--- config.mk ---
export PLATFORM = sky130hd
export DESIGN_NAME = keypad_entry
export DESIGN_NICKNAME = d
export VERILOG_FILES = /design/src/verilog/keypad_pkg.sv /design/src/verilog/digit_if.sv /design/src/verilog/keypad_scanner.sv /design/src/verilog/entry_ctrl.sv /design/src/verilog/digit_buffer.sv /design/src/verilog/seg_display.sv /design/src/verilog/keypad_entry.sv
export SDC_FILE = /design/constraint.sdc
export NUM_CORES = 1
export LEC_CHECK = 0
export BUFFER_PORTS_ARGS = -buffer_cell sky130_fd_sc_hd__buf_2
export CAP_MARGIN = 20
export CORE_MARGIN = 2
export CORE_UTILIZATION = 51
export CTS_CLUSTER_DIAMETER = 150
export DETAILED_ROUTE_END_ITERATION = 16
export HOLD_SLACK_MARGIN = 0.03
export PLACE_DENSITY_LB_ADDON = 0.05
export SLEW_MARGIN = 20
export SYNTH_ARGS = -nofsm -noshare
export SYNTH_HDL_FRONTEND = slang
export SYNTH_HIERARCHICAL = 1
export SYNTH_SLANG_ARGS = --single-unit
--- constraint.sdc ---
create_clock -name clk -period 1.95 [get_ports clk]
set_input_delay 0.4875 -clock clk [delete_from_list [all_inputs] [get_ports clk]]
set_output_delay 0.4875 -clock clk [all_outputs]
set_load 0.05 [all_outputs]
--- src/verilog/keypad_pkg.sv ---
`default_nettype none

package keypad_pkg;

  // Key value, row * 4 + col
  typedef logic [3:0] key_val_t;

  // One scan byte, seen whole or as row/col one-hot halves
  typedef union packed {
    logic [7:0] raw;
    struct packed {
      logic [3:0] row;  // One-hot row, upper nibble
      logic [3:0] col;  // One-hot column, lower nibble
    } fields;
  } scan_code_u;

  localparam key_val_t KEY_CLEAR = 4'hE;
  localparam key_val_t KEY_ENTER = 4'hF;  // Digits are 0 through D

  // Segment bits gfedcba, active high
  localparam logic [6:0] SEG_TABLE [16] = '{
    7'h3F, 7'h06, 7'h5B, 7'h4F,  // 0 1 2 3
    7'h66, 7'h6D, 7'h7D, 7'h07,  // 4 5 6 7
    7'h7F, 7'h6F, 7'h77, 7'h7C,  // 8 9 A b
    7'h39, 7'h5E, 7'h79, 7'h71   // C d E F
  };

  // Row and column index to key value
  function automatic key_val_t key_map(input logic [1:0] row_idx,
                                       input logic [1:0] col_idx);
    return key_val_t'({row_idx, col_idx});  // Row times four plus column
  endfunction

endpackage

`default_nettype wire

--- src/verilog/digit_if.sv ---
`timescale 1ns/100ps
`default_nettype none

interface digit_if import keypad_pkg::*; #(
  parameter int DIGITS = 4
);

  localparam int CNT_W = $clog2(DIGITS + 1);

  logic                shift_en;  // Push digit in at low nibble
  logic                clear;     // Empty the buffer
  key_val_t            digit;
  logic [4*DIGITS-1:0] value;     // Newest digit in [3:0]
  logic [CNT_W-1:0]    count;     // Digits held, 0..DIGITS

  modport ctrl   (output shift_en, clear, digit, input count);
  modport buffer (input shift_en, clear, digit, output value, count);
  modport view   (input value, count);  // Display side, read only

endinterface

`default_nettype wire

--- src/verilog/keypad_scanner.sv ---
`timescale 1ns/100ps
`default_nettype none

module keypad_scanner import keypad_pkg::*; #(
  parameter int SETTLE_CYCLES = 4
) (
  input  logic       clk,
  input  logic       nRst,
  input  logic [3:0] rows,
  output logic [3:0] cols,
  output logic       key_valid,
  output key_val_t   key_val,
  output scan_code_u key_code
);

  localparam int CNT_W = (SETTLE_CYCLES > 1) ? $clog2(SETTLE_CYCLES) : 1;

  logic [CNT_W-1:0] dwell_cnt;
  logic             dwell_end;  // Last cycle on this column
  logic [3:0]       row_meta;
  logic [3:0]       row_sync;
  logic [3:0]       row_first;  // Lowest set row only
  logic             row_any;
  logic             scan_hit;   // Something seen this scan so far
  logic             held;       // Key still down since last report
  logic             press;
  scan_code_u       code_next;

  // One-hot to index, lowest bit wins
  function automatic logic [1:0] onehot_idx(input logic [3:0] oh);
    logic [1:0] idx;
    idx = 2'd0;
    for (int i = 3; i >= 0; i--) begin
      if (oh[i]) idx = 2'(i);
    end
    return idx;
  endfunction

  assign dwell_end = (dwell_cnt == CNT_W'(SETTLE_CYCLES - 1));

  // Column drive, one dwell per column
  always_ff @(posedge clk, negedge nRst) begin
    if (!nRst) begin
      dwell_cnt <= '0;
      cols      <= 4'b0001;
    end else if (dwell_end) begin
      dwell_cnt <= '0;
      cols      <= {cols[2:0], cols[3]};  // Rotate toward col 3
    end else begin
      dwell_cnt <= dwell_cnt + 1'b1;
    end
  end

  // Two-flop row synchronizer
  always_ff @(posedge clk, negedge nRst) begin
    if (!nRst) begin
      row_meta <= '0;
      row_sync <= '0;
    end else begin
      row_meta <= rows;
      row_sync <= row_meta;
    end
  end

  assign row_any   = |row_sync;
  assign row_first = row_sync & (~row_sync + 4'd1);  // Isolate lowest set bit
  assign press     = dwell_end && row_any && !held;

  always_comb begin
    code_next.fields.row = row_first;
    code_next.fields.col = cols;
  end

  // Press and release tracking
  always_ff @(posedge clk, negedge nRst) begin
    if (!nRst) begin
      held      <= 1'b0;
      scan_hit  <= 1'b0;
      key_valid <= 1'b0;
    end else begin
      key_valid <= press;  // One-cycle pulse
      if (dwell_end) begin
        if (row_any) begin
          held <= 1'b1;
        end else if (cols[3] && !scan_hit) begin
          held <= 1'b0;  // Whole scan empty, key released
        end
        scan_hit <= cols[3] ? 1'b0 : (scan_hit | row_any);
      end
    end
  end

  // Code and value latched with the pulse
  always_ff @(posedge clk, negedge nRst) begin
    if (!nRst) begin
      key_val  <= '0;
      key_code <= '0;
    end else if (press) begin
      key_val  <= key_map(onehot_idx(row_first), onehot_idx(cols));
      key_code <= code_next;
    end
  end

endmodule

`default_nettype wire

--- src/verilog/entry_ctrl.sv ---
`timescale 1ns/100ps
`default_nettype none

module entry_ctrl import keypad_pkg::*; (
  input  logic         clk,
  input  logic         nRst,
  input  logic         key_valid,
  input  key_val_t     key_val,
  input  logic         ack,
  output logic         req,
  digit_if.ctrl        buf_port
);

  localparam int DIGITS = buf_port.DIGITS;

  // FSM states
  localparam logic [1:0] IDLE      = 2'd0;
  localparam logic [1:0] REQ       = 2'd1;
  localparam logic [1:0] WAIT_DROP = 2'd2;

  logic [1:0] state;
  logic [1:0] state_next;
  logic       take_key;   // Key accepted only when idle
  logic       is_digit;
  logic       has_room;
  logic       has_any;

  assign take_key = (state == IDLE) && key_valid;
  assign is_digit = (key_val < KEY_CLEAR);           // 0..D
  assign has_room = (int'(buf_port.count) < DIGITS);
  assign has_any  = (buf_port.count != '0);

  always_comb begin
    state_next = state;
    case (state)
      IDLE: begin
        if (take_key && (key_val == KEY_ENTER) && has_any) begin
          state_next = REQ;  // Empty enter ignored
        end
      end
      REQ:       if (ack) state_next = WAIT_DROP;
      WAIT_DROP: if (!ack) state_next = IDLE;   // Host done
      default:   state_next = IDLE;
    endcase
  end

  always_ff @(posedge clk, negedge nRst) begin
    if (!nRst) begin
      state <= IDLE;
    end else begin
      state <= state_next;
    end
  end

  assign req = (state == REQ);  // Drops once ack seen

  // Buffer control, full buffer drops digits
  assign buf_port.shift_en = take_key && is_digit && has_room;
  assign buf_port.digit    = key_val;
  assign buf_port.clear    = (take_key && (key_val == KEY_CLEAR))
                           || ((state == WAIT_DROP) && !ack);  // Handshake complete

endmodule

`default_nettype wire

--- src/verilog/digit_buffer.sv ---
`timescale 1ns/100ps
`default_nettype none

module digit_buffer #(
  parameter int DIGITS = 4
) (
  input  logic     clk,
  input  logic     nRst,
  digit_if.buffer  buf_port
);

  localparam int CNT_W = $clog2(DIGITS + 1);

  logic [4*DIGITS-1:0] digits_q;
  logic [CNT_W-1:0]    count_q;
  logic                not_full;

  assign not_full = (count_q < CNT_W'(DIGITS));

  always_ff @(posedge clk, negedge nRst) begin
    if (!nRst) begin
      digits_q <= '0;
      count_q  <= '0;
    end else if (buf_port.clear) begin
      digits_q <= '0;  // Contents and count both
      count_q  <= '0;
    end else if (buf_port.shift_en) begin
      // Older digits move up one nibble
      digits_q <= {digits_q[4*DIGITS-5:0], buf_port.digit};
      if (not_full) begin
        count_q <= count_q + 1'b1;
      end
    end
  end

  assign buf_port.value = digits_q;
  assign buf_port.count = count_q;

endmodule

`default_nettype wire

--- src/verilog/seg_display.sv ---
`timescale 1ns/100ps
`default_nettype none

module seg_display import keypad_pkg::*; #(
  parameter int DIGITS = 4
) (
  digit_if.view              disp_port,
  output logic [7*DIGITS-1:0] segs
);

  // Position i shows nibble i, blank from count upward
  always_comb begin
    for (int i = 0; i < DIGITS; i++) begin
      if (i < int'(disp_port.count)) begin
        segs[7*i +: 7] = SEG_TABLE[disp_port.value[4*i +: 4]];
      end else begin
        segs[7*i +: 7] = 7'd0;  // Unused digit dark
      end
    end
  end

endmodule

`default_nettype wire

--- src/verilog/keypad_entry.sv ---
`timescale 1ns/100ps
`default_nettype none

module keypad_entry import keypad_pkg::*; #(
  parameter int DIGITS        = 4,
  parameter int SETTLE_CYCLES = 4   // 3 or more for the row sync
) (
  input  logic                clk,
  input  logic                nRst,
  input  logic [3:0]          rows,
  input  logic                ack,
  output logic [3:0]          cols,
  output logic                req,
  output logic [4*DIGITS-1:0] value,
  output logic [7*DIGITS-1:0] segs
);

  logic       key_valid;
  key_val_t   key_val;
  scan_code_u key_code;  // Raw scan byte, for probing

  digit_if #(.DIGITS(DIGITS)) buf_bus ();

  keypad_scanner #(.SETTLE_CYCLES(SETTLE_CYCLES)) scanner_inst (
    .clk       (clk),
    .nRst      (nRst),
    .rows      (rows),
    .cols      (cols),
    .key_valid (key_valid),
    .key_val   (key_val),
    .key_code  (key_code)
  );

  entry_ctrl ctrl_inst (
    .clk       (clk),
    .nRst      (nRst),
    .key_valid (key_valid),
    .key_val   (key_val),
    .ack       (ack),
    .req       (req),
    .buf_port  (buf_bus.ctrl)
  );

  digit_buffer #(.DIGITS(DIGITS)) buffer_inst (
    .clk      (clk),
    .nRst     (nRst),
    .buf_port (buf_bus.buffer)
  );

  seg_display #(.DIGITS(DIGITS)) display_inst (
    .disp_port (buf_bus.view),
    .segs      (segs)
  );

  assign value = buf_bus.value;  // Host reads it while req is high

endmodule

`default_nettype wire

# Yosys cells after proc, flatten, opt, wreduce, memory -nomap -nowiden
# Memory sizes are Yosys's and may differ from the RTL's.
# Index checks and enable logic that the tools add are counted.
[classes] n_addsub=3 order_cmp=11 eq_ne=8 mux=33 bitwise=7 n_reduce_logical=23
[op_table] cell="2-to-1 mux 7 bit" n=12
[op_table] cell="2-to-1 mux 16 bit" n=2
[op_table] cell="2-to-1 mux 2 bit" n=12
[op_table] cell="greater-or-equal comparator 5 bit, second input constant" n=4
[op_table] cell="inverter 4 -> 5 bit" n=4
[op_table] cell="logical AND 1 bit" n=10
[op_table] cell="2-to-1 mux 3 bit" n=3
[op_table] cell="== test 4 bit, second input constant" n=2
[op_table] cell="less-than comparator 1 x 3 -> 1 bit, first input constant" n=2
[op_table] cell="less-than comparator 2 x 3 -> 1 bit, first input constant" n=2
[op_table] cell="less-than comparator 3 bit, second input constant" n=2
[op_table] cell="!= test 2 bit, second input constant" n=3
[op_table] cell="case mux 2 bit (3 select lines)" n=1
[op_table] cell="nonzero test 2 bit" n=3
[op_table] cell="adder 4 x 1 -> 4 bit, second input constant" n=1
[op_table] cell="bitwise AND 4 bit" n=1
[op_table] cell="== test 2 bit, second input constant" n=2
[op_table] cell="less-than comparator 4 bit, second input constant" n=1
[op_table] cell="inverter 4 bit" n=1
[op_table] cell="AND reduction 2 bit" n=2
[op_table] cell="OR reduction 4 bit" n=1
[op_table] cell="adder 3 x 1 -> 3 bit, second input constant" n=1
[op_table] cell="logical NOT 1 bit" n=3
[op_table] cell="2-to-1 mux 1 bit" n=3
[op_table] cell="other kinds (7)" n=7
[totals] register_bits=42 mem_bits_ro=448 input_bits=7 output_inout_bits=49 wordCells=100 mem_count=4
[mem_list] memory="(no name shown)" depth=16 width=7 rd=1 rd_clocked_by_memory_dff=0 write_ports=0 line_no="seg_display.sv:15" text="segs[7*i +: 7] = SEG_TABLE[disp_port.value[4*i +: 4]];"
[mem_list] memory="(no name shown)" depth=16 width=7 rd=1 rd_clocked_by_memory_dff=0 write_ports=0 line_no="seg_display.sv:15"
[mem_list] memory="(no name shown)" depth=16 width=7 rd=1 rd_clocked_by_memory_dff=0 write_ports=0 line_no="seg_display.sv:15"
[mem_list] memory="(no name shown)" depth=16 width=7 rd=1 rd_clocked_by_memory_dff=0 write_ports=0 line_no="seg_display.sv:15"

# Logic depth before layout (Yosys ltp)
# Gate-level depths: netlist of run 1.
[depth] ltp_word=7 ltp_mapped=6 mapped_depth_nobuf=5

# Hierarchy
# Netlist of run 1, hierarchy kept.
[modules_own_cells] mod="seg_display" instances=1 cells_per_inst=136 area_per_inst_um2=1056.0 seq_area_each_um2=0.0
[modules_own_cells] mod="keypad_scanner" instances=1 cells_per_inst=73 area_per_inst_um2=1049.8 seq_area_each_um2=726.9
[modules_own_cells] mod="digit_buffer" instances=1 cells_per_inst=65 area_per_inst_um2=814.5 seq_area_each_um2=475.5
[modules_own_cells] mod="entry_ctrl" instances=1 cells_per_inst=18 area_per_inst_um2=167.7 seq_area_each_um2=50.0

# Worst setup path before layout of run 1
# Ideal clock, no wire load.
[synth_timing] path_type="reg2out" start="register buffer_inst.digits_q[8], in the netlist buffer_inst/buf_port.value[8]" end="output port segs[20]" t_arrival_ps=2636 required_ps=1462 setup_slack_ps=-1174 path_stages_with_launch=5 n_path_buf=0 cell_sequence="dfrtp_1 -> inv_1 -> ha_1 -> mux2_2 -> a221oi_1"
[synth_via] elab_chain_len=5
[synth_rtl] element="start: declaration" line_no="digit_buffer.sv:14" text="logic [4*DIGITS-1:0] digits_q;"
[synth_rtl] element="start signal: assignment" line_no="digit_buffer.sv:29" text="digits_q <= {digits_q[4*DIGITS-5:0], buf_port.digit};"
[synth_rtl] element="inverter 4 -> 5 bit (implied by the code)" line_no="seg_display.sv:15"
[synth_rtl] element="memory read (16 x 7 bit)"
[synth_rtl] element="2-to-1 mux 7 bit (implied by the code) (2 in a row)" line_no="seg_display.sv:15"
[synth_rtl] element="2-to-1 mux 7 bit" line_no="seg_display.sv:14" text="if (i < int'(disp_port.count)) begin"
[synth_rtl] element="end: declaration" line_no="keypad_entry.sv:15" text="output logic [7*DIGITS-1:0] segs"
# No other way between the ends. The select of a mux whose other input is x is not followed.

# Worst setup path in the final report of run 1
[layout_timing] start="register buffer_inst.digits_q[8], in the netlist buffer_inst/buf_port.value[8]" end="output port segs[17]"
# Same word-level chain as after synthesis.

==> results of run 1 <==
## cell usage in the layout (no fill, tap or decap), types with 3 or more instances in the layout
master	n
nor3_4	7
nand2_1	4
inv_6	3
a311oi_4	4
a21oi_4	5
ha_1	4
nor2_1	28
mux2_4	5
dfrtp_2	12
dfrtp_4	4
inv_4	5
buf_2	27
ha_2	4
mux2_2	4
nor3_1	6
nor2_4	6
a21oi_1	5
dfrtp_1	25
a211oi_4	5
inv_1	6
buf_6	53
buf_12	6
mux2i_4	5
a221oi_4	5
mux2i_1	21
clkbuf_8	6
nor2_2	7
nor2b_4	3
buf_4	40
o21ai_0	6
ha_4	18
buf_8	3
o41ai_1	3
mux4_2	4
inv_2	6
## worst min path at each step
| stage | depth (start not counted) | end | start |
|---|---|---|---|
| floorplan | 0 | buffer_inst/buf_port.count[0] | nRst |
| global placement | 0 | scanner_inst/row_sync[0] | scanner_inst/row_meta[0] |
| detailed placement | 0 | scanner_inst/row_sync[2] | scanner_inst/row_meta[2] |
| CTS | 1 | scanner_inst/row_sync[3] | nRst |
| finish | 1 | scanner_inst/row_sync[2] | nRst |
| global route | 1 | scanner_inst/row_sync[2] | nRst |
## layout make-up
class                      count  area, um2
clock buffer                   7       86.3
sequential                    42       1080
multi-input combinational    191       2360
fill                         116        241
timing repair buffer         129       1200
clock inverter                 1       5.00
tap                           70       87.6
inverter                      21        114
## worst max-delay path, cell delays in order (launching register included)
cell	delay (ps)
dfrtp_4	500
inv_6	60
ha_4	280
inv_4	40
mux4_2	490
nor2_4	110
buf_6	160
## power groups by stage
stage | logic [mW] | clock network, mW | registers [mW]
finish | 0.486 | 0.591 | 0.923
global route | 0.500 | 0.623 | 0.925
CTS | 0.448 | 0.577 | 0.918
detailed placement | 0.386 | 0 | 0.935
global placement | 0.380 | 0 | 0.933
floorplan | 0.265 | 0 | 0.945
## state kept, by name, summed over array words and instances, names as in the netlist
signal / count
scanner_inst/row_sync: 4
ctrl_inst/state: 2
scanner_inst/scan_hit: 1
scanner_inst/key_valid: 1
scanner_inst/cols: 4
scanner_inst/row_meta: 4
buffer_inst/buf_port.value: 16
scanner_inst/held: 1
scanner_inst/key_val: 4
scanner_inst/dwell_cnt: 2
buffer_inst/buf_port.count: 3
## routing by layer
layer	vias up	GRT usage, %	wire length [um]
met3	47	3.37	685
met2	166	58.1	6030
met4	0	12.1	491
met1	1427	36.6	4280
li1	1196	-	-
met5	-	0	0
## what timing repair did
item                       in CTS  in global routing
setup endpoints to repair      28                 34
hold buffers                    0                  0
buffers inserted               11                  5
cloned                          0                  0
gates resized for setup       112                 37
pin swaps                      34                  8
## metrics by stage
step	utilization (%)	setup WS (ps)	hold slack, ps
after floorplan	-	-276	192
after global placement	79.7	-163	334
after detailed placement	79.7	-225	336
after CTS	91.3	-423	160
after global routing	95.3	-513	201
final	95.3	-488	160
==> key figures, run 1 <==
Pwr
  • PD cells: 406 nW/um2
  • Power, Total: 2.00 mW
  • P_leak: just over 2 nW
  • Clock group share of total power: 29.6%
  • Flop pwr share: 46.2%
  • Worst vdd ir: 0.000907 V
  • Sw frac: approximately a third
  • Logic pwr share: 24.3%
  • Net Sw Power: 0.633 mW
  • Internal power: 1.37 mW

Synth
  • Synth warn: 6
  • Synthesized area per cell: 10.2 um2
  • Post-Syn Nets: 305
  • Post-synthesis instance area: around 2800 um2
  • Post-Syn Instances: between 200 and 300

Route
  • Via Count: between 2000 and 3000
  • DRT iter0 DRCs: 162
  • Antenna viol nets, final: 0
  • TritonRoute pass-1 iters: 4
  • Total routed wirelength: roughly 11 mm
  • Wire length per cell: 24.9 um
  • Remaining DRCs: 0
  • DR vias/cell: between 6 and 7

Clocking
  • Worst-Skew Late Latency: 310 ps
  • Cts bufs inserted: 5
  • Htree depth: 2
  • CTS tree: yes
  • CTS root buf: clkbuf_8
  • Clock slew at reported path FFs: ~80 ps
  • CTS Sinks: 42
  • Clock Path Buffers: 2

Timing
  • Final hold vios: 0
  • Slew Limit Fails: 0
  • Setup TNS: -8300 ps
  • RSZ-0062 raised after global routing: yes
  • Slew headroom: 63.7%
  • # setup viols final: 30
  • Period minus WS final: roughly 2400 ps
  • Final Cycle Share: 125%
  • Post-route setup slack: -488 ps
  • Worst slew pin tran: 545 ps
  • Max frequency: 0.410 GHz
  • Clk_skew: 7.07 ps

Finish
  • Antenna diodes: 0
  • Layout Cells excl Fill: 461
  • Area grow syn2layout: 77.5%
  • Ratio of cells with drive above 1 in the final layout: 68.8%
  • Post-route cell area: 4930 um2
  • Nets: 423

Placed design
  • Placed cell area: approximately 4100 um2
  • Placed cell count: 440
  • Post-DP HPWL: 5.29 mm
  • Gpl congestion: 0.805
  • Port Buffers: 55

GRT
  • Grt total ovfl: 0
  • Global-route wire length before repair: 14.7 mm
  • Vias in the first global route: around 2800
  • Largest net degree at the start of global routing: 23
  • Initial antenna violation count: 0
  • Overall Global Routing Usage: between 30% and 40%

Worst setup path
  • Reg2reg end: buffer_inst/buf_port.value[11]
  • Crit path required time: 1460 ps
  • Critical path type: reg2out
  • Crit path to: segs[17]
  • Critical Path Source: buffer_inst/buf_port.value[8]
  • CP endpoint kind: primary output
  • Startpoint types: flip-flop
  • Worst R2R Start: ctrl_inst/state[0]
  • CP max FO: 5
  • R2R Setup Slk: -80 ps
  • R2R depth: 5
  • Arr. time, crit path: 1950 ps

Die
  • Die ar.: just over 6000 um2
  • Die Ht: 77.8 um
  • Core footprint: roughly 5200 um2
  • Die W: 77.8 um
  • Row cnt: 26
  • Initial Util: about 54%
  • Io pins: between 50 and 60

Run status
  • Failing checks: negative setup slack
  • Status: finished, violations left

Min path
  • Hold/Removal Path Class: in2async

Run
  • Max-Cap Viols: 0
Note: power is estimated with default switching activity, not from simulation.
==> run 2: changes to the inputs <==
Settings changed: CORE_MARGIN 2 to unset, TNS_END_PERCENT set to 1.
==> run 2 against run 1 <==
The run still ends with negative setup slack left. Global-route usage decreased by 4.7 points. Fmax increased by 4.7%. First-iteration DRC count shrank 55%. Via count is 11% lower. Register-to-register slack gained 170 ps. Worst setup slack gained 110 ps. Clock power grew 14%. Routed wire length decreased by 31%. Critical path type unchanged.
==> key figures, run 2 (synthesis gave the netlist of run 1 again) <==
Run status
  • Status: finished, violations left
  • Failing checks: negative setup slack

Worst setup path
  • Critical path type: reg2out
  • CP Cell Sequence: inv_4, ha_4, inv_2, mux4_2, nor2_4, buf_8
  • R2R depth: 5
  • R2R Setup Slk: 90 ps
  • Critical path buffers and inverters: 3
  • Crit path required time: 1460 ps
  • Reg2reg end: buffer_inst/buf_port.value[5]
  • CP max FO: 5
  • CP endpoint kind: primary output
  • Worst R2R Start: buffer_inst/buf_port.count[2]
  • CP max stage delay: 470 ps
  • Worst path slowest cell: mux4_2
  • Delay-heaviest family, CP: multiplexers
  • Startpoint types: flip-flop
  • Arr. time, crit path: 1840 ps

Die
  • Core footprint: roughly 5200 um2
  • Initial Util: 53.7%
  • Io pins: 56
  • Die Ht: about 76 um
  • Die ar.: 5750 um2
  • Die W: approximately 76 um
  • Row cnt: 26

Clocking
  • CTS Sinks: 42
  • Cts bufs inserted: 5
  • Worst-Skew Late Latency: 290 ps
  • CTS tree: yes
  • Clock slew at reported path FFs: 80 ps
  • Hold-fix buffers, CTS: 0
  • CTS root buf: clkbuf_8
  • Htree depth: 2
  • Clock Path Buffers: 2

Route
  • Remaining DRCs: 0
  • DR vias/cell: 5.45
  • Via Count: 2523
  • Total routed wirelength: 7.92 mm
  • Antenna viol nets, final: 0
  • TritonRoute pass-1 iters: 4
  • DRT iter0 DRCs: 73
  • Wire length per cell: around 17 um

Pwr
  • Net Sw Power: 0.580 mW
  • Clock group share of total power: between 30 and 40%
  • Worst vdd ir: 0.000627 V
  • Sw frac: between 20% and 30%
  • Internal power: 1.44 mW
  • Power, Total: 2.02 mW
  • Logic pwr share: between 20% and 30%
  • PD cells: approximately 450 nW/um2
  • P_leak: 1.94 nW
  • Flop pwr share: approximately 45%

Min path
  • Hold/Removal Path Class: in2async

Timing
  • Setup TNS: -6460 ps
  • WHS: 148 ps
  • # setup viols final: 28
  • Max frequency: between 0.4 and 0.5 GHz
  • Final Cycle Share: 119%
  • Slew Limit Fails: 0
  • Slew headroom: 67.7%
  • Final hold vios: 0
  • RSZ-0062 raised after global routing: yes
  • Period minus WS final: 2330 ps
  • Post-route setup slack: -378 ps
  • Clk_skew: 4.73 ps
  • Worst slew pin tran: 483 ps

GRT
  • Overall Global Routing Usage: 26.5%
  • Grt total ovfl: 0
  • Vias in the first global route: 2385
  • Initial antenna violation count: 0
  • Global-route wire length before repair: 11.3 mm
  • Largest net degree at the start of global routing: 43

Placed design
  • Placed cell area: 3950 um2
  • Post-DP HPWL: 5.05 mm
  • Gpl congestion: 0.776
  • Placed cell count: around 450
  • Port Buffers: 55
  • Pre-CTS setup slack: -179 ps

Finish
  • Area of the multi-input gates: 2010 um2
  • Fin util: 85.8%
  • Fillers: 262
  • Antenna diodes: 0
  • Layout Cells excl Fill: between 400 and 500
  • Commonest non-fill, non-tap cell in the layout: buf_4
  • Post-route cell area: 4440 um2
  • Ratio of cells with drive above 1 in the final layout: ~61%
  • Most frequent cells in the layout: buf_4 (71), nor2_1 (34), mux2i_1 (28), buf_6 (28)
  • Area grow syn2layout: 59.8%
  • Nets: around 430
  • Number of flip-flops in the largest register: 16
  • Register area: around 1100 um2

Run
  • Max-Cap Viols: 0
[run 2: changes by cell type in the layout (fill, tap and decap cells not counted), moves of 5 or more]
cell     before  now
mux2i_4       5    0
ha_4         18    6
mux2i_1      21   28
buf_6        53   28
nor2_1       28   34
ha_1          4   14
buf_4        40   71
[run 2: worst max path at each step]
stage | startpoint | end | slack [ps] | cells past startpoint
finish | buffer_inst/buf_port.value[8] | segs[17] | -380 | 6
global route | buffer_inst/buf_port.value[4] | segs[7] | -430 | 6
CTS | buffer_inst/buf_port.value[4] | segs[10] | -360 | 6
detailed placement | buffer_inst/buf_port.value[8] | segs[17] | -180 | 6
global placement | buffer_inst/buf_port.value[8] | segs[17] | -140 | 6
floorplan | buffer_inst/buf_port.value[4] | segs[10] | -280 | 5
[run 2: what timing repair did]
item / in CTS / in global routing
setup buffers: 5 / 1
pin swaps: 11 / 1
resized for setup: 81 / 17
setup endpoints to repair: 28 / 31
[run 2: cell type report]
class | count | share of cell area [%]
multi-input cells | 191 | 45.2
flip-flops and latches | 42 | 24.1
repair buffers | 131 | 24.1
inverters | 21 | 2.17
clock inverters | 2 | 0.846
clock buffers | 6 | 1.63
well taps | 70 | 1.97
[run 2: routing by layer]
metal / part of all wire [%] / wire length, um / up-vias / track usage, %
li1: - / - / 1203 / -
met1: 41 / 3220 / 1257 / 32.2
met2: 56 / 4400 / 54 / 49.6
met3: 2.5 / 194 / 9 / 3.57
met4: 1.3 / 103 / 0 / 6.17
met5: 0 / 0 / - / 0
[run 2: power groups by stage]
stage          sequential (mW)  clock (mW)  combinational, mW
2_1_floorplan            0.942           0              0.256
3_3_place_gp             0.928           0              0.368
3_5_place_dp             0.929           0              0.374
4_1_cts                  0.912       0.690              0.424
5_1_grt                  0.915       0.721              0.458
6_report                 0.912       0.673              0.434
